`src/hw/snd_audio_pkg.sv`:
```
// audio sample types and fixed mix gains; sample rate is clk / sample_div, no gain registers
package snd_audio_pkg;

    typedef logic signed [15:0] sample_t;      // mixed or tone sample
    typedef logic signed [7:0]  pcm_sample_t;  // signed pcm byte
    typedef logic [16:0]        pcm_addr_t;    // bit 16 selects the bank
    typedef logic [7:0]         pcm_len_t;     // samples left to play
    typedef logic [15:0]        tone_period_t; // half-period in ticks

    localparam int sample_div   = 64;  // clocks per sample tick
    localparam int sample_div_w = $clog2(sample_div);

    typedef logic [sample_div_w-1:0] tick_cnt_t;

    localparam tick_cnt_t tick_last = tick_cnt_t'(sample_div - 1);

    // output gains as left shifts
    localparam int tone_shift = 7;  // amplitude * 128
    localparam int pcm_shift  = 6;  // pcm * 64

endpackage

```
`src/hw/snd_bus_pkg.sv`:
```
// host bus types and memory map; regions are decoded on address bits 15:12 only
package snd_bus_pkg;

    typedef logic [15:0] bus_addr_t;    // host address
    typedef logic [7:0]  bus_data_t;    // one data byte
    typedef logic [14:0] rom_addr_t;    // program ROM, 32 KB
    typedef logic [10:0] ram_addr_t;    // work RAM, 2 KB

    // decoded target of a host access
    typedef enum logic [2:0] {
        region_rom,     // 0000-7fff
        region_ram,     // 8xxx
        region_latch,   // axxx
        region_pcm,     // bxxx
        region_tone,    // cxxx
        region_bank,    // fxxx
        region_none     // reads back as unmapped_data
    } region_e;

    // request as seen on the host port
    typedef struct packed {
        bus_addr_t addr;
        logic      we;
        bus_data_t wdata;
    } bus_req_t;

    localparam bus_data_t unmapped_data = 8'hff;

endpackage

```
`src/hw/snd_tone_gen.sv`:
```
// square wave only, no envelope; a zero half-period mutes the output
`timescale 1ns/1ps

module snd_tone_gen (
    input  logic                   clk,
    input  logic                   rst,
    input  logic                   we,
    input  snd_bus_pkg::bus_req_t  reg_req,
    input  logic                   sample_tick,
    output snd_audio_pkg::sample_t tone_out
);

    snd_audio_pkg::tone_period_t half_period;
    snd_audio_pkg::tone_period_t phase_cnt;
    snd_bus_pkg::bus_data_t      amp;
    snd_audio_pkg::sample_t      level;
    logic                        negative;

    always_ff @(posedge clk or posedge rst) begin
        if (rst) begin
            half_period <= '0;
            amp         <= '0;
            phase_cnt   <= '0;
            negative    <= 1'b0;
        end else if (we) begin
            if (reg_req.addr[1:0] == 2'd0) begin
                half_period[7:0] <= reg_req.wdata;
            end else if (reg_req.addr[1:0] == 2'd1) begin
                half_period[15:8] <= reg_req.wdata;
            end else if (reg_req.addr[1:0] == 2'd2) begin
                amp <= reg_req.wdata;
            end
            phase_cnt <= '0;  // any write restarts high
            negative  <= 1'b0;
        end else if (sample_tick && half_period != '0) begin
            if (phase_cnt == half_period - 1'b1) begin
                phase_cnt <= '0;
                negative  <= ~negative;
            end else begin
                phase_cnt <= phase_cnt + 1'b1;
            end
        end
    end

    // 255 * 128 still fits the positive range
    assign level = snd_audio_pkg::sample_t'({8'd0, amp}) <<< snd_audio_pkg::tone_shift;

    always_comb begin
        if (half_period == '0) begin
            tone_out = '0;
        end else if (negative) begin
            tone_out = -level;
        end else begin
            tone_out = level;
        end
    end

endmodule

```
`config.mk`:
```
export PLATFORM = sky130hd
export DESIGN_NAME = snd_tone_gen
export DESIGN_NICKNAME = d
export VERILOG_FILES = /design/src/hw/snd_audio_pkg.sv /design/src/hw/snd_bus_pkg.sv /design/src/hw/snd_tone_gen.sv
export SDC_FILE = /design/constraint.sdc
export NUM_CORES = 1
export LEC_CHECK = 0
export BUFFER_PORTS_ARGS = -buffer_cell sky130_fd_sc_hd__clkbuf_2
export CAP_MARGIN = 25
export CORE_UTILIZATION = 56
export DETAILED_ROUTE_END_ITERATION = 8
export PLACE_DENSITY_LB_ADDON = 0.25
export SLEW_MARGIN = 20
export SYNTH_ARGS = -nofsm -noshare
export SYNTH_HDL_FRONTEND = slang
export SYNTH_SLANG_ARGS = --single-unit
```
`constraint.sdc`:
```
create_clock -name clk -period 3.5 [get_ports clk]
set_input_delay 0.175 -clock clk [delete_from_list [all_inputs] [get_ports clk]]
set_output_delay 0.175 -clock clk [all_outputs]
set_load 0.02 [all_outputs]
```
=== After elaboration in Yosys (flattened, before gate mapping) ===
Cells that the tools add are included.

* Logic and storage cells: 32
* Output and inout bits: 16
* Flip-flop bits (word level): 41
* Input bits: 29

* Mux-type cells: 8
* Eq/ne operators: 3
* Bitwise logic cells: 3
* Reductions and logical operators: 10
* Add/sub/neg operators: 3

{| class="wikitable"
|+ Operator list
! cell !! count
|-
| $mux 16 || 5
|-
| $add 16x1->16 const B || 1
|-
| $eq 16x16->1 || 1
|-
| $logic_not 16->1 || 1
|-
| $neg 15->16 || 1
|-
| $reduce_bool 16->1 || 1
|-
| $sub 16x1->16 const B || 1
|-
| $reduce_and 2->1 || 2
|-
| $reduce_and 4->1 || 1
|-
| $reduce_bool 2->1 || 2
|-
| $mux 1 || 3
|-
| $not 1->1 || 3
|-
| $reduce_and 3->1 || 1
|-
| $eq 2x1->1 const B || 1
|-
| $eq 2x2->1 const B || 1
|-
| $logic_not 2->1 || 1
|-
| $logic_and 1x1->1 || 1
|}

=== Depth between registers and ports, before layout ===
* Depth after elaboration: 5
* Mapped depth: 11
* Gate-level depth less buffers: 9

=== Least setup slack after synthesis ===
OpenSTA, ideal clock, no wires.

* Path type: register to register
* Start: reg half_period[0]
* End: reg negative
* Slack: 1.040 ns
* Path buffers: 1
* Required time: 3.375 ns
* Cell stages (with the launch flop): 11
* Data arrival time: 2.335 ns
* Clock period less this slack: 2.460 ns
* Setup time: 0.125 ns
* Cells stage by stage: dfrtp_1 -> inv_1 -> ha_1 -> clkbuf_1 -> nor2b_1 -> nand2_1 -> xnor2_1 -> nor4_1 -> o2111ai_1 -> nor3_4 -> mux2_4

* Cells in the longest elaborated chain, start to end: 4
* Elaborated cells on any way between the ends: 7
* Those cells by class: add/sub: 1; eq/ne: 1; reduce/logical: 5

{| class="wikitable"
|+ Ends and longest elaborated chain
! element !! line !! source
|-
| from (decl) || snd_tone_gen.sv:13 || <nowiki>snd_audio_pkg::tone_period_t half_period;</nowiki>
|-
| from (signal assigned) || snd_tone_gen.sv:27 || <nowiki>half_period[7:0] <= reg_req.wdata;</nowiki>
|-
| $sub 16x1->16 / $reduce_bool 16->1 (equally long branches) || snd_tone_gen.sv:36, snd_tone_gen.sv:35 ||
|-
| $eq 16x16->1 / $logic_and 1x1->1 (equally long branches) || snd_tone_gen.sv:36, snd_tone_gen.sv:35 ||
|-
| $reduce_bool 2->1 (no line) || -- ||
|-
| $reduce_and 2->1 (no line) * || -- ||
|-
| to (signal assigned) || snd_tone_gen.sv:38 || <nowiki>negative <= ~negative;</nowiki>
|-
| to (decl) || snd_tone_gen.sv:17 || <nowiki>logic negative;</nowiki>
|}

Mark *: on every way between the ends. The rest lies on a longest branch, timed or not.
A chain may end at the register's enable or synchronous reset.

=== Final worst setup path ===
Ends and elaborated chain as after synthesis.

==> results by group <==
Timing
  – Slew Limit Fails: 0
  – Fin Hold WS: -0.0168 ns
  – Final Setup Violations: 0
  – Fmax: 361 MHz
  – RSZ-0062 raised after global routing: no
  – Slew margin rel.: 0.657
  – Post-route minimum period: 2.77 ns
  – Period utilization: 0.792
  – Final Hold Fails: 41
  – Worst Clk Skew: 0.00608 ns
  – Setup_tns: 0 ns
  – Least-Margin Pin Slew: 0.515 ns

Setup path
  – Worst-path fanout max: 15
  – Worst path arrival time: 2.95 ns
  – Crit. End Element: register
  – FF-to-FF setup slack: 0.73 ns
  – Kind of critical path: reg2reg
  – Worst setup SP type: register
  – Required time of the critical path: 3.68 ns

Power
  – Int Power: 0.898 mW
  – PwrDens: 454 nW/um^2
  – Clk network pwr share: 0.297
  – Sw Pwr: 0.408 mW
  – Reg power frac: 0.469
  – Final total power: 1.31 mW
  – Logic gate share of total power: 0.234
  – Sw Share: 0.312
  – Worst VDD drop: 230 uV
  – Leak pwr: 1.25 nW

GRT
  – GR Overflow Total: 0
  – Largest net degree at the start of global routing: 42
  – Number of global-route vias before repair: 1,995
  – First-pass GRT wire length: 9450 um
  – Gr usage total: 0.243
  – Initial antenna violation count: 0

Logic synthesis
  – Yosys reg bits: 41
  – Synth top area cells: dfrtp_1, mux2_2, xor2_1, xnor2_1, nor3_1
  – Post-Synthesis Cells: 263
  – Post-synth EDFFs: 0
  – Yosys top cell area share: 0.390
  – Seq/Total Area, Yosys: 0.390
  – Mapped cell area: 2630 sq um
  – Synth unique cells: 54
  – Warnings, synthesis: 0
  – Ys flop type: dfrtp_1
  – Synth async-reset ratio: 1.00
  – Mean Syn Cell Area: 10.0 sq um
  – Area leader, netlist: dfrtp_1

Detailed routing
  – Post-route ant nets: 0
  – DR DRC count: 8
  – Pre-antenna DRT Iters: 6
  – WL/cell: 16.0 um
  – Final wirelength: 5440 um
  – DR vias/cell: 5.92
  – Vias: 2,019
  – Initial DRC count: 68

Placed design
  – Dpl hpwl: 4130 um
  – Buffers on Ports: 22
  – Gpl congestion: 0.886

CTS
  – CTS Buf Count: 5
  – CTS tree: yes
  – H-tree depth: 2
  – Number of setup buffers added after CTS: 0
  – Worst-skew pair later-pin latency: 0.29 ns
  – Clock Tree Root: clkbuf_8
  – CTS Hold Bufs: 0
  – Resize count post-CTS: 0
  – CTS clk-pin slew, worst paths: 0.08 ns
  – Clock sink count: 41
  – Max clock buf depth: 2

Cells and area
  – Diodes inserted: 0
  – Final Net Count: 320
  – Post-layout util: 0.647
  – P&R area growth vs syn: 9.23%
  – Layout cells sized above 1: 0.235

Floorplan
  – IO Pins: 45
  – Die W: 70.5 um
  – Die Y: 70.5 um
  – Initial cell density of the core: 0.592
  – Row cnt: 24
  – Core area: 4440 sq um
  – DIE AREA: 4980 sq um

Min path
  – Worst min path class: in2async

Run status
  – Status: finished, violations left
  – Failing checks: design-rule violations, negative hold slack

Flow run
  – Maxcap violations: 0
power groups by stage:
stage | clock, mW | sequential (mW) | combinational [mW]
floorplan | 0 | 0.596 | 0.246
global placement | 0 | 0.616 | 0.293
detailed placement | 0 | 0.619 | 0.305
CTS | 0.395 | 0.610 | 0.307
global route | 0.412 | 0.621 | 0.339
finish | 0.388 | 0.612 | 0.306
routing by layer:
layer,share of wire,up-vias,GRT usage
met5,0,-,0
met4,0.011,0,0.0844
met3,0.021,5,0.0299
met2,0.48,27,0.399
met1,0.49,1007,0.338
li1,-,980,-
state kept, by name, summed over array words and instances, names as in the netlist:
register and count:
amp 8, half_period 16, negative 1, phase_cnt 16
kinds of logic (layout without fill, tap and decap cells):
logic type               Yosys count  in the layout  synth area share
adder cells (fa/ha/maj)            3              3            0.0143
AO/OA/AOI/OAI                     28             28            0.0827
XOR/XNOR                          40             40             0.133
other                              1              7           0.00143
flip-flops                        41             41             0.390
multiplexers                      24             24             0.104
buffers and inverters             22             42            0.0499
AND/OR/NAND/NOR                  104            104             0.225
critical path, cell delays in order (launching register included):
cell      delay [ns]
dfrtp_1         0.42
inv_1           0.09
ha_1            0.35
nor2b_1         0.23
nand4_1         0.33
a211o_1         0.34
nand3_1         0.11
o211ai_2        0.12
nor3_4          0.12
buf_4           0.24
mux2_4          0.32
layout make-up:
cell class | instances | area (sq um)
multi-input combinational | 206 | 1500
tap | 52 | 65.1
clock buffer | 7 | 86.3
inverter | 8 | 30.0
clock inverter | 1 | 30.0
fill | 372 | 1570
timing repair buffer | 26 | 140
sequential | 41 | 1030
synthesized netlist by cell type, drive strengths merged (2+ instances only):
cell type  count
a211oi         2
or3            4
xor2          26
or4            2
nand3         13
and3           5
nand4          7
o41ai          2
xnor2         14
clkbuf         3
inv            8
o211ai         3
nand2         13
mux2          23
o31ai          3
nor2b          4
nor3          19
o21ai          8
nor4           4
o21a           2
nor2          21
ha             3
nand3b         3
and2           3
dfrtp         41
buf           11
a21oi          2
stage by stage:
step	hold WS [ns]	setup WS [ns]	instances	area (sq um)
floorplan	0.292	1.04	269	2650
global placement	0.304	0.802	333	2760
detailed placement	0.311	0.744	333	2760
CTS	0.00210	0.736	341	2870
global route	0.0262	0.482	341	2870
finish	-0.0168	0.730	341	2870
worst paths after layout:
path / start / depth (start not counted) / end
min in group clk: reg_req[1] / 3 / half_period[1]
max: half_period[0] / 10 / negative
min reg2reg: amp[0] / 1 / amp[0]
min: rst / 3 / phase_cnt[11]
max in group asynchronous: rst / 3 / phase_cnt[0]
max reg2reg: half_period[0] / 10 / negative
layout by cell type, fill, tap and decap left out, drive strengths merged, types with 8 or more instances in the layout:
cell and n:
nand2 13, dfrtp 41, mux2 23, nand3 13, inv 8, xor2 26, clkbuf 29, xnor2 14
nor2 21, nor3 19, o21ai 8
Power figures use the tool's default switching activity.
