`src/hw/snd_audio_pkg.sv`:
```
// audio sample types and fixed mix gains; sample rate is clk / sample_div, no gain registers
package snd_audio_pkg;

    typedef logic signed [15:0] sample_t;      // mixed or tone sample
    typedef logic signed [7:0]  pcm_sample_t;  // signed pcm byte
    typedef logic [16:0]        pcm_addr_t;    // bit 16 selects the bank
    typedef logic [7:0]         pcm_len_t;     // samples left to play
    typedef logic [15:0]        tone_period_t; // half-period in ticks

    localparam int sample_div   = 64;  // clocks per sample tick
    localparam int sample_div_w = $clog2(sample_div);

    typedef logic [sample_div_w-1:0] tick_cnt_t;

    localparam tick_cnt_t tick_last = tick_cnt_t'(sample_div - 1);

    // output gains as left shifts
    localparam int tone_shift = 7;  // amplitude * 128
    localparam int pcm_shift  = 6;  // pcm * 64

endpackage

```
`src/hw/snd_bus_pkg.sv`:
```
// host bus types and memory map; regions are decoded on address bits 15:12 only
package snd_bus_pkg;

    typedef logic [15:0] bus_addr_t;    // host address
    typedef logic [7:0]  bus_data_t;    // one data byte
    typedef logic [14:0] rom_addr_t;    // program ROM, 32 KB
    typedef logic [10:0] ram_addr_t;    // work RAM, 2 KB

    // decoded target of a host access
    typedef enum logic [2:0] {
        region_rom,     // 0000-7fff
        region_ram,     // 8xxx
        region_latch,   // axxx
        region_pcm,     // bxxx
        region_tone,    // cxxx
        region_bank,    // fxxx
        region_none     // reads back as unmapped_data
    } region_e;

    // request as seen on the host port
    typedef struct packed {
        bus_addr_t addr;
        logic      we;
        bus_data_t wdata;
    } bus_req_t;

    localparam bus_data_t unmapped_data = 8'hff;

endpackage

```
`src/hw/snd_pcm_channel.sv`:
```
// one-shot 8-bit player; the sample ROM must answer within sample_div - 4 clocks, no looping
`timescale 1ns/1ps

module snd_pcm_channel (
    input  logic                       clk,
    input  logic                       rst,
    input  logic                       we,
    input  snd_bus_pkg::bus_req_t      reg_req,
    input  logic                       bank,
    input  logic                       sample_tick,
    output logic                       pcm_cs,
    output snd_audio_pkg::pcm_addr_t   pcm_addr,
    input  snd_bus_pkg::bus_data_t     pcm_data,
    input  logic                       pcm_ok,
    output snd_audio_pkg::pcm_sample_t pcm_out,
    output logic                       busy
);

    snd_bus_pkg::bus_data_t  start_lo;
    snd_bus_pkg::bus_data_t  start_hi;
    snd_audio_pkg::pcm_len_t length;
    snd_audio_pkg::pcm_len_t remain;   // bytes still to fetch
    logic                    trigger;

    assign trigger = we && (reg_req.addr[1:0] == 2'd3);

    always_ff @(posedge clk or posedge rst) begin
        if (rst) begin
            start_lo <= '0;
            start_hi <= '0;
            length   <= '0;
        end else if (we) begin
            if (reg_req.addr[1:0] == 2'd0) begin
                start_lo <= reg_req.wdata;
            end else if (reg_req.addr[1:0] == 2'd1) begin
                start_hi <= reg_req.wdata;
            end else if (reg_req.addr[1:0] == 2'd2) begin
                length <= reg_req.wdata;
            end
        end
    end

    always_ff @(posedge clk or posedge rst) begin
        if (rst) begin
            pcm_cs   <= 1'b0;
            pcm_addr <= '0;
            pcm_out  <= '0;
            remain   <= '0;
            busy     <= 1'b0;
        end else if (trigger) begin
            pcm_addr <= {bank, start_hi, start_lo};
            remain   <= length;
            busy     <= (length != '0); // zero length plays nothing
            pcm_cs   <= 1'b0;
            pcm_out  <= '0;
        end else if (pcm_cs) begin
            if (pcm_ok) begin
                pcm_cs         <= 1'b0;
                pcm_out        <= {~pcm_data[7], pcm_data[6:0]}; // offset binary to signed
                pcm_addr[15:0] <= pcm_addr[15:0] + 1'b1;         // stays inside the bank
                remain         <= remain - 1'b1;
            end
        end else if (sample_tick && busy) begin
            if (remain != '0) begin
                pcm_cs <= 1'b1;
            end else begin
                // last byte was mixed on this tick
                busy    <= 1'b0;
                pcm_out <= '0;
            end
        end
    end

endmodule

```
`config.mk`:
```
export PLATFORM = sky130hd
export DESIGN_NAME = snd_pcm_channel
export DESIGN_NICKNAME = d
export VERILOG_FILES = /design/src/hw/snd_audio_pkg.sv /design/src/hw/snd_bus_pkg.sv /design/src/hw/snd_pcm_channel.sv
export SDC_FILE = /design/constraint.sdc
export NUM_CORES = 1
export LEC_CHECK = 0
export BUFFER_PORTS_ARGS = -buffer_cell sky130_fd_sc_hd__buf_2
export CAP_MARGIN = 20
export CORE_UTILIZATION = 57
export DETAILED_ROUTE_END_ITERATION = 16
export PLACE_DENSITY_LB_ADDON = 0.25
export RECOVER_POWER = 50
export SETUP_SLACK_MARGIN = 0.05
export SKIP_LAST_GASP = 1
export SYNTH_ARGS = -nofsm -noshare
export SYNTH_HDL_FRONTEND = slang
export SYNTH_SLANG_ARGS = --single-unit
```
`constraint.sdc`:
```
create_clock -name clk -period 4.47 [get_ports clk]
set_input_delay 0.6705 -clock clk [delete_from_list [all_inputs] [get_ports clk]]
set_output_delay 0.6705 -clock clk [all_outputs]
set_load 0.03 [all_outputs]
```
Word level (Yosys, flattened, before mapping). Cells that the tools add are included.

Register bits: 59. Latch bits: 0. Bits of input ports: 39. Output and inout port bits: 27. RAM bits: 0. Memories: 0. ROM bits: 0. Word-level logic and storage cells: 56.

Bitwise logic cells: 3. $lt $le $gt $ge: 0. Reduce and logical (&&, ||, !) cells: 15. Mux-type cells: 20. Eq/ne operators: 7. $add $sub $neg: 2. Multipliers: 0. Shift operators: 0. Divide/modulo/power cells: 0.

Operators with widths (count): $mux W8 (8); $mux W16 (3); $add A16 B1 Y16 const B (1); $reduce_bool A8 Y1 (2); $mux W1 (9); $reduce_and A3 Y1 (3); $sub A8 B1 Y8 const B (1); $reduce_bool A2 Y1 (3); $eq A2 B2 Y1 const B (2); $ne A2 B2 Y1 const B (2); $reduce_and A2 Y1 (2); $reduce_and A4 Y1 (1); $ne A3 B2 Y1 const B (1); $ne A3 B3 Y1 const B (1); $not A1 Y1 (3); $reduce_bool A3 Y1 (1); $eq A2 B1 Y1 const B (1); $logic_and A1 B1 Y1 (2); $logic_not A2 Y1 (1).

Depth between registers and ports, before layout.
Depth after elaboration: 5. Depth in mapped cells: 6. Gate-level depth less buffers: 6.

Worst setup path before layout. Ideal clock, no wire load.

Path kind: register to register. From: register pcm_addr[0]. To: register pcm_addr[14]. Cell stages (with the launch flop): 6. Path buffers: 0. Library setup time: 0.131 ns. Data arrival time: 1.713 ns. Slack: 2.626 ns. Period minus slack after synthesis: 1.844 ns. Required time: 4.339 ns. Cell sequence: dfrtp_1 ha_1 nand4_1 or4_1 nand3_1 o211ai_1.

Cells in the longest elaborated chain, start to end: 4.

RTL lines: start: declaration (RTL line snd_pcm_channel.sv:12) `output snd_audio_pkg::pcm_addr_t pcm_addr,`; start signal: assignment (RTL line snd_pcm_channel.sv:51) `pcm_addr <= {bank, start_hi, start_lo};`; start signal: assignment (RTL line snd_pcm_channel.sv:60) `pcm_addr[15:0] <= pcm_addr[15:0] + 1'b1;`; $add A16 B1 Y16 (RTL line snd_pcm_channel.sv:60); $mux W16 (RTL line snd_pcm_channel.sv:57) `if (pcm_ok) begin`; $mux W16 (RTL line snd_pcm_channel.sv:56) `end else if (pcm_cs) begin`; $mux W16 (RTL line snd_pcm_channel.sv:50) `end else if (trigger) begin`.

Every way passes these cells. The select of a mux whose other input is x is not followed. A chain may end at the register's enable or synchronous reset.

Worst setup path after layout.
From: input port reg_req[9] in the netlist's numbering. To: register pcm_out[5].

Cells in the longest elaborated chain, start to end: 4. Elaborated cells between the ends (all ways): 7. Classes of those cells: 3 x eq/ne; 1 x mux; 3 x reduce/logical.

RTL lines: start: declaration (RTL line snd_pcm_channel.sv:8) `input snd_bus_pkg::bus_req_t reg_req,`; $eq A2 B2 Y1 (*) (RTL line snd_pcm_channel.sv:25) `assign trigger = we && (reg_req.addr[1:0] == 2'd3);`; $logic_and A1 B1 Y1 (*) (RTL line snd_pcm_channel.sv:25); $ne A3 B2 Y1 (no line), or another cell as far along; $reduce_and A3 Y1 (no line); end signal: assignment (RTL line snd_pcm_channel.sv:59) `pcm_out <= {~pcm_data[7], pcm_data[6:0]};`; end: declaration (RTL line snd_pcm_channel.sv:15) `output snd_audio_pkg::pcm_sample_t pcm_out,`.

Every way passes the cells marked *; elsewhere a longest branch is shown, timed or not.

==> results.md <==
- Die ar.: approximately 5100 um2
- Max Cap Viol: 0
- Max_slew headroom: 43.7%
- Worst r2r src: pcm_addr[0]
- Compound-cell area share of the yosys netlist: 9.22%
- Power, Total: 1920 uW
- Number of synthesized register bits: 59
- Synthesized instance count: 242
- Post-CTS Setup Inserts: 0
- FFs w/ async S/R, synth: 100%
- Part of the cycle the worst path needs: between 40% and 50%
- TritonCTS Buffers: 9
- Final Max Tran Viols: 0
- Critical path fanouts, max: 50
- Clock power frac: 26.2%
- Worst hold path depth: 2
- Port Buf Inserts: 50
- Max Fclk: about 510 MHz
- Synth Area in XOR/XNOR: 6.07%
- Hold_buf cts: 0
- Avg Vias per Cell: 5.72
- Failing checks: DRC
- Final WL: 5800 um
- HP Class: reg2reg
- CP endpoint kind: flip-flop
- Main combinational cell family by area after synthesis: simple AND/OR/NAND/NOR gates
- Final min period: 1.96 ns
- Clock-pin slew on the worst setup and hold paths: 0.06 ns
- Area Growth Syn to Fin: 17.6%
- Synth Area per Inst: ~11 um2
- Seq/Total Area, Yosys: approximately 54%
- H-tree levels: 3
- Flop pwr share: 43.6%
- R2R setup slack: 2.62 ns
- WS Path Type: in2reg
- Hold path start: pcm_addr[16]
- Switching pwr: 692 uW
- Die height: 71.4 um
- Post-synth EDFFs: 0
- Clk buf depth: 2
- Mapped Area: 2740 um2
- RePlAce Congestion: 0.828
- PD cells: approximately 600 nW/um2
- First-pass GRT wire length: 9540 um
- Post-synth top cells: dfrtp_1 (59), nand2_1 (35), mux2_2 (25), o21ai_0 (15), xnor2_1 (12)
- Simple-Gate Fraction of Synth Area: 16.5%
- WL/cell: 16.4 um
- Mux share of post-synthesis cell area: 10.6%
- Setup TNS: 0 ns
- Worst Path Required: 4.69 ns
- Via Count: 2,019
- Net Count, Synth: 284
- Drt first pass iters: 10
- Synth area leaders: dfrtp_1 (54%), mux2_2 (10%), nand2_1 (4.8%)
- Drc violations: 2
- Status: finished, violations left
- Crit start category: primary input
- DRT iter0 DRCs: around 120
- CTS tree: built
- Final Hold Viols: 0
- RSZ-0062 raised after global routing: no
- Cell Int Power: 1230 uW
- Yosys top cell area share: 53.8%
- Leak: 0.00141 uW
- Antenna-violating nets left: 0
- Comb power frac: between 30% and 40%
- Post-route insts no fill: 353
- Worst vdd ir: roughly 0.3 mV
- Setup Viol. Count Final: 0
- Hold slack: 0.468 ns
- Top-count cell post-synth: dfrtp_1
- Total GRT Usage: 25.1%
- WP data arrival: approximately 2.2 ns
- I/O pin count: 66
- Nets@finish: ~340
- Worst-Skew Late Latency: around 0.33 ns
- Yosys top cell by area: dfrtp_1
- Post-Place Cells: 337
- Slew @ Worst Pin: 0.845 ns
- Worst r2r path cells: 5
- Total grt overflow: 0
- Count of cells resized by post-cts repair: 0
- Largest net degree at the start of global routing: 60
- DPL Wire Length: 3870 um
- Root Driver: clkbuf_8
- Rows: 24
- Initial core utilization: 61.3%
- Antenna cell count: 0
- Die X: a little over 70 um
- Reg-to-Reg End: pcm_addr[14]
- Adder-Cell Fraction of Synth Area: 1.37%
- Core region area: ~4500 um2
- Ys flop type: dfrtp_1
- Setup Skew: between 0.006 and 0.007 ns
- Layout cells sized above 1: 32.2%
- Yosys warnings: 0
- Vias in the first global route: 2,039
- Sw Ratio: 36.0%
- Hold Path End: pcm_addr[16]
- CTS sink cnt: 59
- Unique masters post-synth: 41
- Initial antenna violation count: 0
==> routing by layer <==
layer / GRT usage, % / wire, um / vias to the layer above
met5: 0 / 0 / -
met4: 8.67 / 65 / 0
met3: 5.91 / 268 / 7
met2: 41.8 / 2930 / 50
met1: 32.5 / 2540 / 988
li1: - / - / 974
==> worst max-delay path: stages <==
cell and delay (ns):
clkbuf_1 0.17, and3_2 0.78, nor2_1 0.29, a22o_1 0.26
==> flip-flops by register name (all words and copies together) (netlist names) <==
| signal | flops |
|---|---|
| pcm_cs | 1 |
| remain | 8 |
| pcm_out | 8 |
| length | 8 |
| busy | 1 |
| pcm_addr | 17 |
| start_hi | 8 |
| start_lo | 8 |
==> power by group through the flow <==
stage	clock, uW	combinational (uW)	sequential (uW)
3_3_place_gp	0	569	836
4_1_cts	512	588	836
2_1_floorplan	0	290	972
5_1_grt	531	635	861
3_5_place_dp	0	582	844
6_report	503	581	838
==> metrics by stage <==
stage               cell area (um2)  setup slack, ns  utilization [%]
detailed placement             3020             2.24             67.5
global placement               3020             2.27             67.5
floorplan                      2740             2.34                -
global route                   3220             2.40             72.1
finish                         3220             2.51             72.1
CTS                            3230             2.59             72.1
==> logic make-up (layout without fill, tap and decap cells) <==
group | after synthesis | count (layout)
and+or+nand+nor | 84 | 84
DFF | 59 | 59
AOI/OAI and AO/OA | 38 | 38
muxes | 26 | 26
xor gates and xnor gates | 19 | 19
buffers and inverters | 13 | 72
adders and majority gates | 3 | 3
==> layout make-up <==
cell class	count	area, um2
inverter	5	18.8
fill	336	1250
sequential	59	1480
multi-input combinational	170	1200
clock inverter	1	30.0
timing repair buffer	51	256
tap	52	65.1
clock buffer	15	176
==> cells in the final DEF (no fill, tap or decap), drive strengths merged, types with 2 or more instances in the layout <==
cell,n
or3,2
nor4,7
nor3,6
ha,3
clkbuf,16
nand3b,3
mux2,25
buf,50
o21ai,21
inv,5
xor2,7
nand2,35
xnor2,12
nand3,7
dfrtp,59
a22o,7
a31o,2
nor2,8
a21oi,2
nand4,8
o211ai,2
==> worst max-delay path by stage <==
stage / start / to / cells past startpoint
after floorplan: rst / busy / 1
after global placement: reg_req[9] / pcm_out[5] / 4
after detailed placement: reg_req[9] / pcm_out[5] / 4
after CTS: reg_req[9] / pcm_out[5] / 4
after global routing: reg_req[9] / pcm_out[6] / 4
final: reg_req[9] / pcm_out[5] / 4
No activity file was read; power rests on OpenSTA's default activity.
