### src/hw/snd_audio_pkg.sv
// audio sample types and fixed mix gains; sample rate is clk / sample_div, no gain registers
package snd_audio_pkg;

    typedef logic signed [15:0] sample_t;      // mixed or tone sample
    typedef logic signed [7:0]  pcm_sample_t;  // signed pcm byte
    typedef logic [16:0]        pcm_addr_t;    // bit 16 selects the bank
    typedef logic [7:0]         pcm_len_t;     // samples left to play
    typedef logic [15:0]        tone_period_t; // half-period in ticks

    localparam int sample_div   = 64;  // clocks per sample tick
    localparam int sample_div_w = $clog2(sample_div);

    typedef logic [sample_div_w-1:0] tick_cnt_t;

    localparam tick_cnt_t tick_last = tick_cnt_t'(sample_div - 1);

    // output gains as left shifts
    localparam int tone_shift = 7;  // amplitude * 128
    localparam int pcm_shift  = 6;  // pcm * 64

endpackage

### src/hw/snd_bus_pkg.sv
// host bus types and memory map; regions are decoded on address bits 15:12 only
package snd_bus_pkg;

    typedef logic [15:0] bus_addr_t;    // host address
    typedef logic [7:0]  bus_data_t;    // one data byte
    typedef logic [14:0] rom_addr_t;    // program ROM, 32 KB
    typedef logic [10:0] ram_addr_t;    // work RAM, 2 KB

    // decoded target of a host access
    typedef enum logic [2:0] {
        region_rom,     // 0000-7fff
        region_ram,     // 8xxx
        region_latch,   // axxx
        region_pcm,     // bxxx
        region_tone,    // cxxx
        region_bank,    // fxxx
        region_none     // reads back as unmapped_data
    } region_e;

    // request as seen on the host port
    typedef struct packed {
        bus_addr_t addr;
        logic      we;
        bus_data_t wdata;
    } bus_req_t;

    localparam bus_data_t unmapped_data = 8'hff;

endpackage

### src/hw/snd_bus_ctrl.sv
// one host access at a time; rom_ok must come eventually or the handshake hangs
`timescale 1ns/1ps

module snd_bus_ctrl (
    input  logic                    clk,
    input  logic                    rst,
    input  logic                    host_req,
    input  snd_bus_pkg::bus_req_t   host_bus,
    output logic                    host_ack,
    output snd_bus_pkg::bus_data_t  host_rdata,
    output logic                    rom_cs,
    output snd_bus_pkg::rom_addr_t  rom_addr,
    input  snd_bus_pkg::bus_data_t  rom_data,
    input  logic                    rom_ok,
    input  logic                    snd_irq,
    input  snd_bus_pkg::bus_data_t  snd_latch,
    output logic                    irq,
    output snd_bus_pkg::bus_req_t   reg_req,
    output logic                    ram_we,
    output snd_bus_pkg::ram_addr_t  ram_addr,
    input  snd_bus_pkg::bus_data_t  ram_rdata,
    output logic                    pcm_we,
    input  logic                    pcm_busy,
    output logic                    tone_we,
    output logic                    pcm_bank,
    output logic                    sample_tick
);

    typedef enum logic [2:0] {
        st_idle,
        st_decode,
        st_wait_rom,
        st_wait_ram,
        st_respond,
        st_release
    } state_e;

    state_e                  state;
    snd_bus_pkg::region_e    region;
    snd_bus_pkg::bus_data_t  read_mux;
    snd_audio_pkg::tick_cnt_t tick_cnt;
    logic                    write_cycle;
    logic                    latch_done;
    logic                    irq_last;

    // decode from the held request
    always_comb begin
        if (!reg_req.addr[15]) begin
            region = snd_bus_pkg::region_rom;
        end else begin
            case (reg_req.addr[14:12])
                3'd0:    region = snd_bus_pkg::region_ram;
                3'd2:    region = snd_bus_pkg::region_latch;
                3'd3:    region = snd_bus_pkg::region_pcm;
                3'd4:    region = snd_bus_pkg::region_tone;
                3'd7:    region = snd_bus_pkg::region_bank;
                default: region = snd_bus_pkg::region_none;
            endcase
        end
    end

    always_comb begin
        case (region)
            snd_bus_pkg::region_ram:   read_mux = ram_rdata;
            snd_bus_pkg::region_latch: read_mux = snd_latch;
            snd_bus_pkg::region_pcm:   read_mux = {7'd0, pcm_busy};
            snd_bus_pkg::region_bank:  read_mux = {7'd0, pcm_bank};
            default:                   read_mux = snd_bus_pkg::unmapped_data; // tone is write only
        endcase
    end

    assign write_cycle = (state == st_decode) && reg_req.we; // strobes last this one clock
    assign ram_we      = write_cycle && (region == snd_bus_pkg::region_ram);
    assign pcm_we      = write_cycle && (region == snd_bus_pkg::region_pcm);
    assign tone_we     = write_cycle && (region == snd_bus_pkg::region_tone);
    assign latch_done  = (state == st_wait_ram) && (region == snd_bus_pkg::region_latch);

    assign rom_cs   = (state == st_wait_rom);
    assign rom_addr = reg_req.addr[14:0];
    assign ram_addr = reg_req.addr[10:0];

    always_ff @(posedge clk or posedge rst) begin
        if (rst) begin
            state      <= st_idle;
            host_ack   <= 1'b0;
            host_rdata <= '0;
            reg_req    <= '0;
        end else begin
            case (state)
                st_idle: begin
                    if (host_req) begin
                        reg_req <= host_bus;
                        state   <= st_decode;
                    end
                end
                st_decode: begin
                    if (reg_req.we) begin
                        host_ack <= 1'b1;
                        state    <= st_respond;
                    end else if (region == snd_bus_pkg::region_rom) begin
                        state <= st_wait_rom;
                    end else begin
                        state <= st_wait_ram; // ram data needs one more clock
                    end
                end
                st_wait_rom: begin
                    if (rom_ok) begin
                        host_rdata <= rom_data;
                        host_ack   <= 1'b1;
                        state      <= st_respond;
                    end
                end
                st_wait_ram: begin
                    host_rdata <= read_mux;
                    host_ack   <= 1'b1;
                    state      <= st_respond;
                end
                st_respond: begin
                    if (!host_req) begin
                        host_ack <= 1'b0;
                        state    <= st_release;
                    end
                end
                default: state <= st_idle; // release
            endcase
        end
    end

    // bank bit and latch interrupt
    always_ff @(posedge clk or posedge rst) begin
        if (rst) begin
            pcm_bank <= 1'b0;
            irq      <= 1'b0;
            irq_last <= 1'b0;
        end else begin
            irq_last <= snd_irq;
            if (write_cycle && region == snd_bus_pkg::region_bank) begin
                pcm_bank <= reg_req.wdata[0];
            end
            if (snd_irq && !irq_last) begin
                irq <= 1'b1; // a new edge wins over the clear
            end else if (latch_done) begin
                irq <= 1'b0;
            end
        end
    end

    always_ff @(posedge clk or posedge rst) begin
        if (rst) begin
            tick_cnt <= '0;
        end else if (sample_tick) begin
            tick_cnt <= '0;
        end else begin
            tick_cnt <= tick_cnt + 1'b1;
        end
    end

    assign sample_tick = (tick_cnt == snd_audio_pkg::tick_last);

endmodule

### config.mk
export PLATFORM = sky130hd
export DESIGN_NAME = snd_bus_ctrl
export DESIGN_NICKNAME = d
export VERILOG_FILES = /design/src/hw/snd_audio_pkg.sv /design/src/hw/snd_bus_pkg.sv /design/src/hw/snd_bus_ctrl.sv
export SDC_FILE = /design/constraint.sdc
export NUM_CORES = 1
export LEC_CHECK = 0
export CAP_MARGIN = 20
export CELL_PAD_IN_SITES_DETAIL_PLACEMENT = 1
export CELL_PAD_IN_SITES_GLOBAL_PLACEMENT = 2
export CORE_MARGIN = 3
export CORE_UTILIZATION = 39
export CTS_CLUSTER_DIAMETER = 50
export DETAILED_ROUTE_END_ITERATION = 6
export DONT_BUFFER_PORTS = 1
export PLACE_DENSITY = 0.88
export SETUP_SLACK_MARGIN = 0.4
export SLEW_MARGIN = 0
export SYNTH_ARGS = -nofsm -noshare
export SYNTH_HDL_FRONTEND = slang
export SYNTH_SLANG_ARGS = --single-unit
### constraint.sdc
create_clock -name clk -period 3.14 [get_ports clk]
set_input_delay 0.628 -clock clk [delete_from_list [all_inputs] [get_ports clk]]
set_output_delay 0.628 -clock clk [all_outputs]
set_load 0.005 [all_outputs]
# Yosys cells after proc, flatten, opt, wreduce, memory -nomap -nowiden

Cells that the tools add are included.
Widths: inputs -> output; s select.

$add $sub $neg: 1
Eq/ne operators: 18
Multiplexer cells: 18
Reduce and logical (&&, ||, !) cells: 18

Operators with widths:

| cell                | number |
|---|---|
| $pmux 8 s4          | 1 |
| $pmux 3 s5          | 2 |
| $eq 3x2->1 const B  | 6 |
| $pmux 8 s2          | 1 |
| $eq 3x3->1 const B  | 5 |
| $mux 3              | 5 |
| $logic_not 3->1     | 3 |
| $mux 8              | 1 |
| $logic_and 1x1->1   | 7 |
| $add 6x1->6 const B | 1 |
| $eq 3x1->1 const B  | 2 |
| $eq 6x6->1 const B  | 1 |
| $mux 1              | 6 |
| $mux 6              | 1 |
| $ne 2x2->1 const B  | 3 |
| $pmux 1 s4          | 1 |
| $reduce_and 2->1    | 2 |
| $reduce_and 4->1    | 1 |
| $reduce_bool 2->1   | 2 |
| $reduce_bool 4->1   | 1 |
| $reduce_and 3->1    | 1 |
| $ne 2x1->1 const B  | 1 |
| $logic_not 1->1     | 1 |

Register bits after elaboration: 46
Input port bits: 55

# Depth between registers and ports, before layout

Gate-level depths: netlist (run 1).

Word-level depth: 7
Mapped depth: 6
Mapped depth without buffers: 4

# Worst setup path after synthesis (run 1)

Ideal clock, no wire load.

Path kind: input to register
From: in host_req
To: reg reg_req (netlist bit ram_addr[10])
Setup time: 125 ps
Data arrival time: 1,564 ps
Required time: 3,015 ps
Setup slack: 1,451 ps
Stages: 3
Buffers on the path: 1
Cell sequence: nor4b_4 buf_4 mux2_2

Word-level cells in the longest chain between the ends: 1

RTL lines:

| what                       | RTL line           | text |
|---|---|---|
| start: declaration         | snd_bus_ctrl.sv:7  | `input logic host_req,` |
| $reduce_and 2->1 (no line) | -                  |  |
| end signal: assignment     | snd_bus_ctrl.sv:92 | `reg_req <= host_bus;` |
| end: declaration           | snd_bus_ctrl.sv:18 | `output snd_bus_pkg::bus_req_t reg_req,` |

Every way passes these cells.
A chain may end at the register's enable or synchronous reset.

# Final worst setup path (run 1)

From: reg state[2]
To: out tone_we

Word-level cells in the longest chain between the ends: 3

RTL lines:

| what                     | RTL line           | text |
|---|---|---|
| start: declaration       | snd_bus_ctrl.sv:38 | `state_e state;` |
| start signal: assignment | snd_bus_ctrl.sv:84 | `state <= st_idle;` |
| start signal: assignment | snd_bus_ctrl.sv:93 | `state <= st_decode;` |
| start signal: assignment | snd_bus_ctrl.sv:99 | `state <= st_respond;` |
| $eq 3x1->1               | snd_bus_ctrl.sv:72 | `assign write_cycle = (state == st_decode) && reg_req.we;` |
| $logic_and 1x1->1        | snd_bus_ctrl.sv:72 |  |
| $logic_and 1x1->1        | snd_bus_ctrl.sv:75 | `assign tone_we = write_cycle && (region == snd_bus_pkg::region_tone);` |
| end: declaration         | snd_bus_ctrl.sv:24 | `output logic tone_we,` |

Every way passes these cells.

==> results of run 1 <==
## sequential cells by signal, indices dropped and copies added (netlist names)
signal and count:
irq 1, ram_addr 11, pcm_bank 1, state 3, host_ack 1, tick_cnt 6, host_rdata 8, irq_last 1
reg_req 14
## kinds of logic after synthesis
family                     Yosys count  share of synthesized area
and+or+nand+nor                     54                      0.125
DFF                                 46                      0.497
buffers and inverters               40                      0.121
AOI/OAI and AO/OA                   37                      0.115
muxes                               25                      0.122
xor gates and xnor gates             4                     0.0151
adders and majority gates            1                    0.00540
## final timing paths
path / startpoint / to / slack [ns] / cells after the start
max: state[2] / tone_we / 0.86 / 3
min: rst / ram_addr[6] / 0.07 / 1
max reg2reg: reg_req[21] / host_rdata[0] / 1.29 / 4
min reg2reg: irq_last / irq / 0.42 / 1
max in group asynchronous: rst / host_rdata[0] / 2.63 / 2
min in group clk: snd_irq / irq_last / 0.35 / 0
## worst register-to-register path, cell delays in order, from the launching register on
cell and delay [ns]:
dfrtp_1 0.61, and2_1 0.27, o2111ai_4 0.19, or3_1 0.42, a32o_1 0.26
## routing by layer
metal | share of wire | vias to the layer above | global-route usage
met5 | 0 | - | 0
met4 | 0.014 | 0 | 0.0461
met3 | 0.092 | 7 | 0.0655
li1 | - | 639 | -
met2 | 0.48 | 56 | 0.220
met1 | 0.41 | 709 | 0.171
## cells in the mapped netlist (2+ instances only)
| cell | number | area, sq um |
|---|---|---|
| buf_4 | 31 | 233 |
| o21ai_0 | 5 | 25.0 |
| a31oi_1 | 2 | 12.5 |
| xor2_1 | 2 | 17.5 |
| nand3_1 | 5 | 25.0 |
| clkbuf_1 | 3 | 11.3 |
| nand4_1 | 2 | 12.5 |
| nor2_1 | 19 | 71.3 |
| nand2_1 | 13 | 48.8 |
| a21o_1 | 2 | 15.0 |
| dfrtp_1 | 46 | 1150 |
| mux2_2 | 24 | 270 |
| a22o_1 | 7 | 61.3 |
| a21oi_1 | 10 | 50.1 |
| and2_1 | 2 | 12.5 |
| nor3b_1 | 2 | 15.0 |
| inv_1 | 3 | 11.3 |
| o31ai_1 | 8 | 60.1 |
| xnor2_1 | 2 | 17.5 |
## per-stage QoR
stage          hold WS [ns]  cells  utilization  worst slack, ns
3_3_place_gp          0.405    244        0.381             1.19
4_1_cts               0.335    252        0.398            0.827
5_1_grt              0.0477    253        0.402            0.620
2_1_floorplan         0.400    207            -             1.42
3_5_place_dp          0.410    244        0.381             1.18
6_report             0.0686    253        0.402            0.856
## power groups by stage
| stage | clock (W) | combinational, W | sequential [W] |
|---|---|---|---|
| floorplan | 0 | 0.000957 | 0.00104 |
| global placement | 0 | 0.000658 | 0.00121 |
| detailed placement | 0 | 0.000680 | 0.00122 |
| CTS | 0.000401 | 0.000678 | 0.00121 |
| global route | 0.000429 | 0.000755 | 0.00125 |
| finish | 0.000382 | 0.000675 | 0.00120 |
## layout make-up
class / instances / area, sq um
clock inverters: 2 / 12.5
fillers: 589 / 3370
flip-flops and latches: 46 / 1150
inverters: 3 / 11.3
clock buffers: 6 / 82.6
well taps: 72 / 90.1
multi-input cells: 121 / 885
repair buffers: 3 / 35.0
## cells in the final DEF, fill, tap and decap left out, types with 2 or more instances in the layout
| cell | count |
|---|---|
| a21o_1 | 2 |
| a21oi_1 | 10 |
| a22o_1 | 7 |
| a31oi_1 | 2 |
| and2_1 | 2 |
| buf_4 | 2 |
| clkbuf_8 | 6 |
| dfrtp_1 | 46 |
| inv_1 | 2 |
| mux2_2 | 24 |
| nand2_1 | 13 |
| nand3_1 | 5 |
| nand4_1 | 2 |
| nor2_1 | 19 |
| nor3b_1 | 2 |
| o21ai_0 | 5 |
| o31ai_1 | 8 |
| xnor2_1 | 2 |
| xor2_1 | 2 |
==> run summary, run 1 <==
total number of vias -> 1411
initial antenna violation count -> 0
syn nets -> 263
sequential area share after synthesis -> 0.497
Synth Warn # -> 0
clk root buf -> clkbuf_8
Syn Std Cell Area -> 2310 sq um
GRT Util Overall -> 0.140
global route total overflow -> 0
Final TNS setup -> 0 ns
core area -> 5640 sq um
TritonCTS clock tree -> done
DRC violations left -> 0
critical path class -> flop to output port
MaxCap Viol Count -> 0
Crit-path slowest cell -> dfrtp_1
clk buf depth -> 2
die height -> 83.0 microns
syn avg cell area -> 11.2 sq um
Worst slew margin -> 0.366
CP cell instances -> nor2_1 -> nand4_1 -> nor4b_1
IO Port Bufs -> 0
Power Internal -> 0.00137 W
Post-DP HPWL -> 3510 microns
area growth from synthesis to layout -> -2.05%
clock slew at the register clock pins of the worst setup and hold paths -> 0.10 ns
Critical Path AT -> 1.66 ns
Final Hold Vio Count -> 0
share of cells above drive strength 1 -> 0.227
clock skew -> 0.0139 ns
max-slew violations -> 0
Die Wd -> 83.0 microns
outcome -> finished, final reports clean
Bufs and invs on worst path -> 0
Placer Congestion -> 0.715
initial core utilization -> 0.410
Yosys reg bits -> 46
Netlist cell types -> 38
Final nets -> 236
Flop pwr share -> 0.531
Critical Path Start Type -> flop
Non-Filler Cell Area, Final -> 2270 sq um
DRT iter0 DRCs -> 71
largest net degree at the start of global routing -> 47
clock network fraction of total power -> 0.169
Row Count -> 27
ys async rst share -> 1.00
Peak VDD IR -> 394 uV
CP max stage delay -> 0.53 ns
die area -> 6900 sq um
ANT cells -> 0
post-route ant nets -> 0
drt pass-1 iters -> 4
pwr/cell area -> 993 nW/um^2
Gate Count Post-Synth -> 207
ys flop type -> dfrtp_1
Psw -> 0.000882 W
number of global-route vias before repair -> 1462
hold_buf cts -> 0
Clock Latency Late Sink -> 0.31 ns
total power -> 0.00225 W
Comb pwr share -> 0.300
Post-synth EDFFs -> 0
clk sinks -> 46
CP required -> 2.51 ns
CP max FO -> 9
Detailed Route WL -> 4780 microns
vias per cell -> 5.58
DP Area -> 2150 sq um
WL per Instance -> 18.9 microns
minimum clock period -> 2.28 ns
unrepaired setup endpoints after global routing -> false
cts repair resizes -> 0
Max Clk Rate -> 438 MHz
I/O pin total -> 122
first-pass GRT wire length -> 7770 microns
Leakage Power -> 0.935 nW
Setup-failing EPs final -> 0
Worst Max-Slew Pin Slew -> 0.944 ns
Post-CTS Setup Bufs -> 0
crit-path leading delay family -> simple AND/OR/NAND/NOR gates
sw frac -> 0.392
CTS H-Tree Depth -> 2
CTS Buf Count -> 5
min-delay worst type -> input port to asynchronous set/reset pin
Tcrit/Tclk final -> 0.727
Worst Setup End Kind -> output port
Power figures use the tool's default switching activity.
==> run 2: changes to the inputs <==
- CORE_UTILIZATION: 39 -> 36
- PLACE_DENSITY: 0.88 -> 0.82
- clock period: 3.14 -> 2.3 ns (I/O delays scaled with it)
==> run 2 against run 1 <==
Against the previous run:
- sequential cell count did not move
- via count down 1.3%
- wire length grew 8.4%
- critical path depth unchanged
- register-to-register slack got worse by 0.76 ns
- combinational power increased by 69%
- non-clock buffer count rose by 8
- design area grew 4.0%
- clock skew shrank 0.0069 ns
- utilization shrank 1.3 points
- worst hold slack got worse by 0.0050 ns
- largest cell class unchanged
==> run summary, run 2 (synthesis gave the netlist of run 1 again) <==
outcome -> finished, final reports clean
max-slew violations -> 0
clk root buf -> clkbuf_8
Fill cells -> 652
Die Wd -> 86.2 microns
total number of vias -> 1393
clock slew at the register clock pins of the worst setup and hold paths -> 0.08 ns
Critical Path AT -> 1.44 ns
initial core utilization -> 0.382
most frequent cells in the layout -> dfrtp_1 (41), mux2_2 (24), nor2_1 (19)
most flop-heavy register -> reg_req
number of global-route vias before repair -> 1556
Placer Congestion -> 0.751
Final Hold Vio Count -> 0
clk sinks -> 46
Tcrit/Tclk final -> 0.825
Peak VDD IR -> 483 uV
Post-DP HPWL -> 3880 microns
Setup crit end -> tone_we
IO Port Bufs -> 0
area growth from synthesis to layout -> 1.84%
die area -> 7430 sq um
die height -> 86.2 microns
Critical path origin -> state[1]
first-pass GRT wire length -> 8270 microns
Leakage Power -> 0.969 nW
DRC violations left -> 0
CTS Buf Count -> 5
clock skew -> 0.00703 ns
worst-case reg-to-reg path depth -> 5
share of cells above drive strength 1 -> 0.293
reg2reg setup slack -> 0.53 ns
Reg-to-Reg Start -> state[2]
global route total overflow -> 0
most common cell after layout, fill and taps aside -> dfrtp_1
min-delay worst type -> input port to asynchronous set/reset pin
Final nets -> 244
WL per Instance -> 19.7 microns
max reg flops -> 14
CP max FO -> 4
initial antenna violation count -> 0
core area -> 6060 sq um
Non-Filler Cell Area, Final -> 2360 sq um
Worst slew margin -> 0.340
Worst Max-Slew Pin Slew -> 0.984 ns
largest net degree at the start of global routing -> 27
minimum clock period -> 1.90 ns
TritonCTS clock tree -> done
Clock Latency Late Sink -> 0.29 ns
RR Endpoint -> host_rdata[0]
clk buf depth -> 2
post-route ant nets -> 0
Critical Path Start Type -> flop
Max Clk Rate -> 527 MHz
ANT cells -> 0
Detailed Route WL -> 5180 microns
GRT Util Overall -> 0.142
CTS H-Tree Depth -> 2
MaxCap Viol Count -> 0
unrepaired setup endpoints after global routing -> true
Setup-failing EPs final -> 0
critical path class -> flop to output port
pwr/cell area -> 1350 nW/um^2
vias per cell -> 5.30
Final TNS setup -> 0 ns
Row Count -> 28
I/O pin total -> 122
DP Area -> 2200 sq um
Worst Setup End Kind -> output port
CP required -> 1.84 ns
drt pass-1 iters -> 4
DRT iter0 DRCs -> 85
## run 2: area by class of cell
class | count | area [sq um] | area share
clock buffer | 6 | 72.6 | 0.0308
clock inverter | 1 | 7.51 | 0.00318
inverter | 3 | 11.3 | 0.00478
multi-input combinational | 121 | 917 | 0.389
sequential | 46 | 1160 | 0.491
tap | 75 | 93.8 | 0.0398
timing repair buffer | 11 | 97.6 | 0.0414
## run 2: per-layer routing
| metal | up-vias | global-route usage | part of all wire |
|---|---|---|---|
| li1 | 652 | - | - |
| met1 | 680 | 0.169 | 0.41 |
| met2 | 55 | 0.226 | 0.48 |
| met3 | 6 | 0.0703 | 0.10 |
| met4 | 0 | 0.0439 | 0.014 |
| met5 | - | 0 | 0 |
## run 2: worst min-delay path by stage
stage          depth (start not counted)          end     start  slack, ns
2_1_floorplan                          1          irq  irq_last       0.40
4_1_cts                                1  tick_cnt[5]       rst       0.09
3_3_place_gp                           1  tick_cnt[5]       rst       0.41
3_5_place_dp                           1  tick_cnt[1]       rst       0.42
5_1_grt                                1  tick_cnt[5]       rst       0.09
6_report                               1  tick_cnt[5]       rst       0.06
## run 2: what timing repair did
| item | 4_1_cts | 5_1_grt |
|---|---|---|
| setup buffers | 5 | 0 |
| hold buffers | 0 | 0 |
| pin swaps | 1 | 0 |
| gates resized for setup | 10 | 0 |
| endpoints found under the setup margin | 3 | 3 |
## run 2: power breakdown
part           total [W]  switching (W)  internal [W]  leakage [nW]
combinational    0.00114       0.000576      0.000565         0.391
clock           0.000468       0.000260      0.000209        0.0373
sequential       0.00157       0.000416       0.00116         0.541
## run 2: worst max-delay path: stages, from the launching register on
cell     delay (ns)
dfrtp_2        0.41
nor2_1         0.11
nand4_1        0.20
nor4b_2        0.43
## run 2: metrics by stage
step,total power [W],setup WS [ns],cells,utilization,hold WS (ns)
finish,0.00318,0.402,263,0.389,0.0636
global route,0.00345,0.313,263,0.389,0.0897
CTS,0.00325,0.409,263,0.389,0.0853
detailed placement,0.00267,0.513,251,0.363,0.415
global placement,0.00262,0.513,251,0.363,0.407
floorplan,0.00272,0.664,207,-,0.400
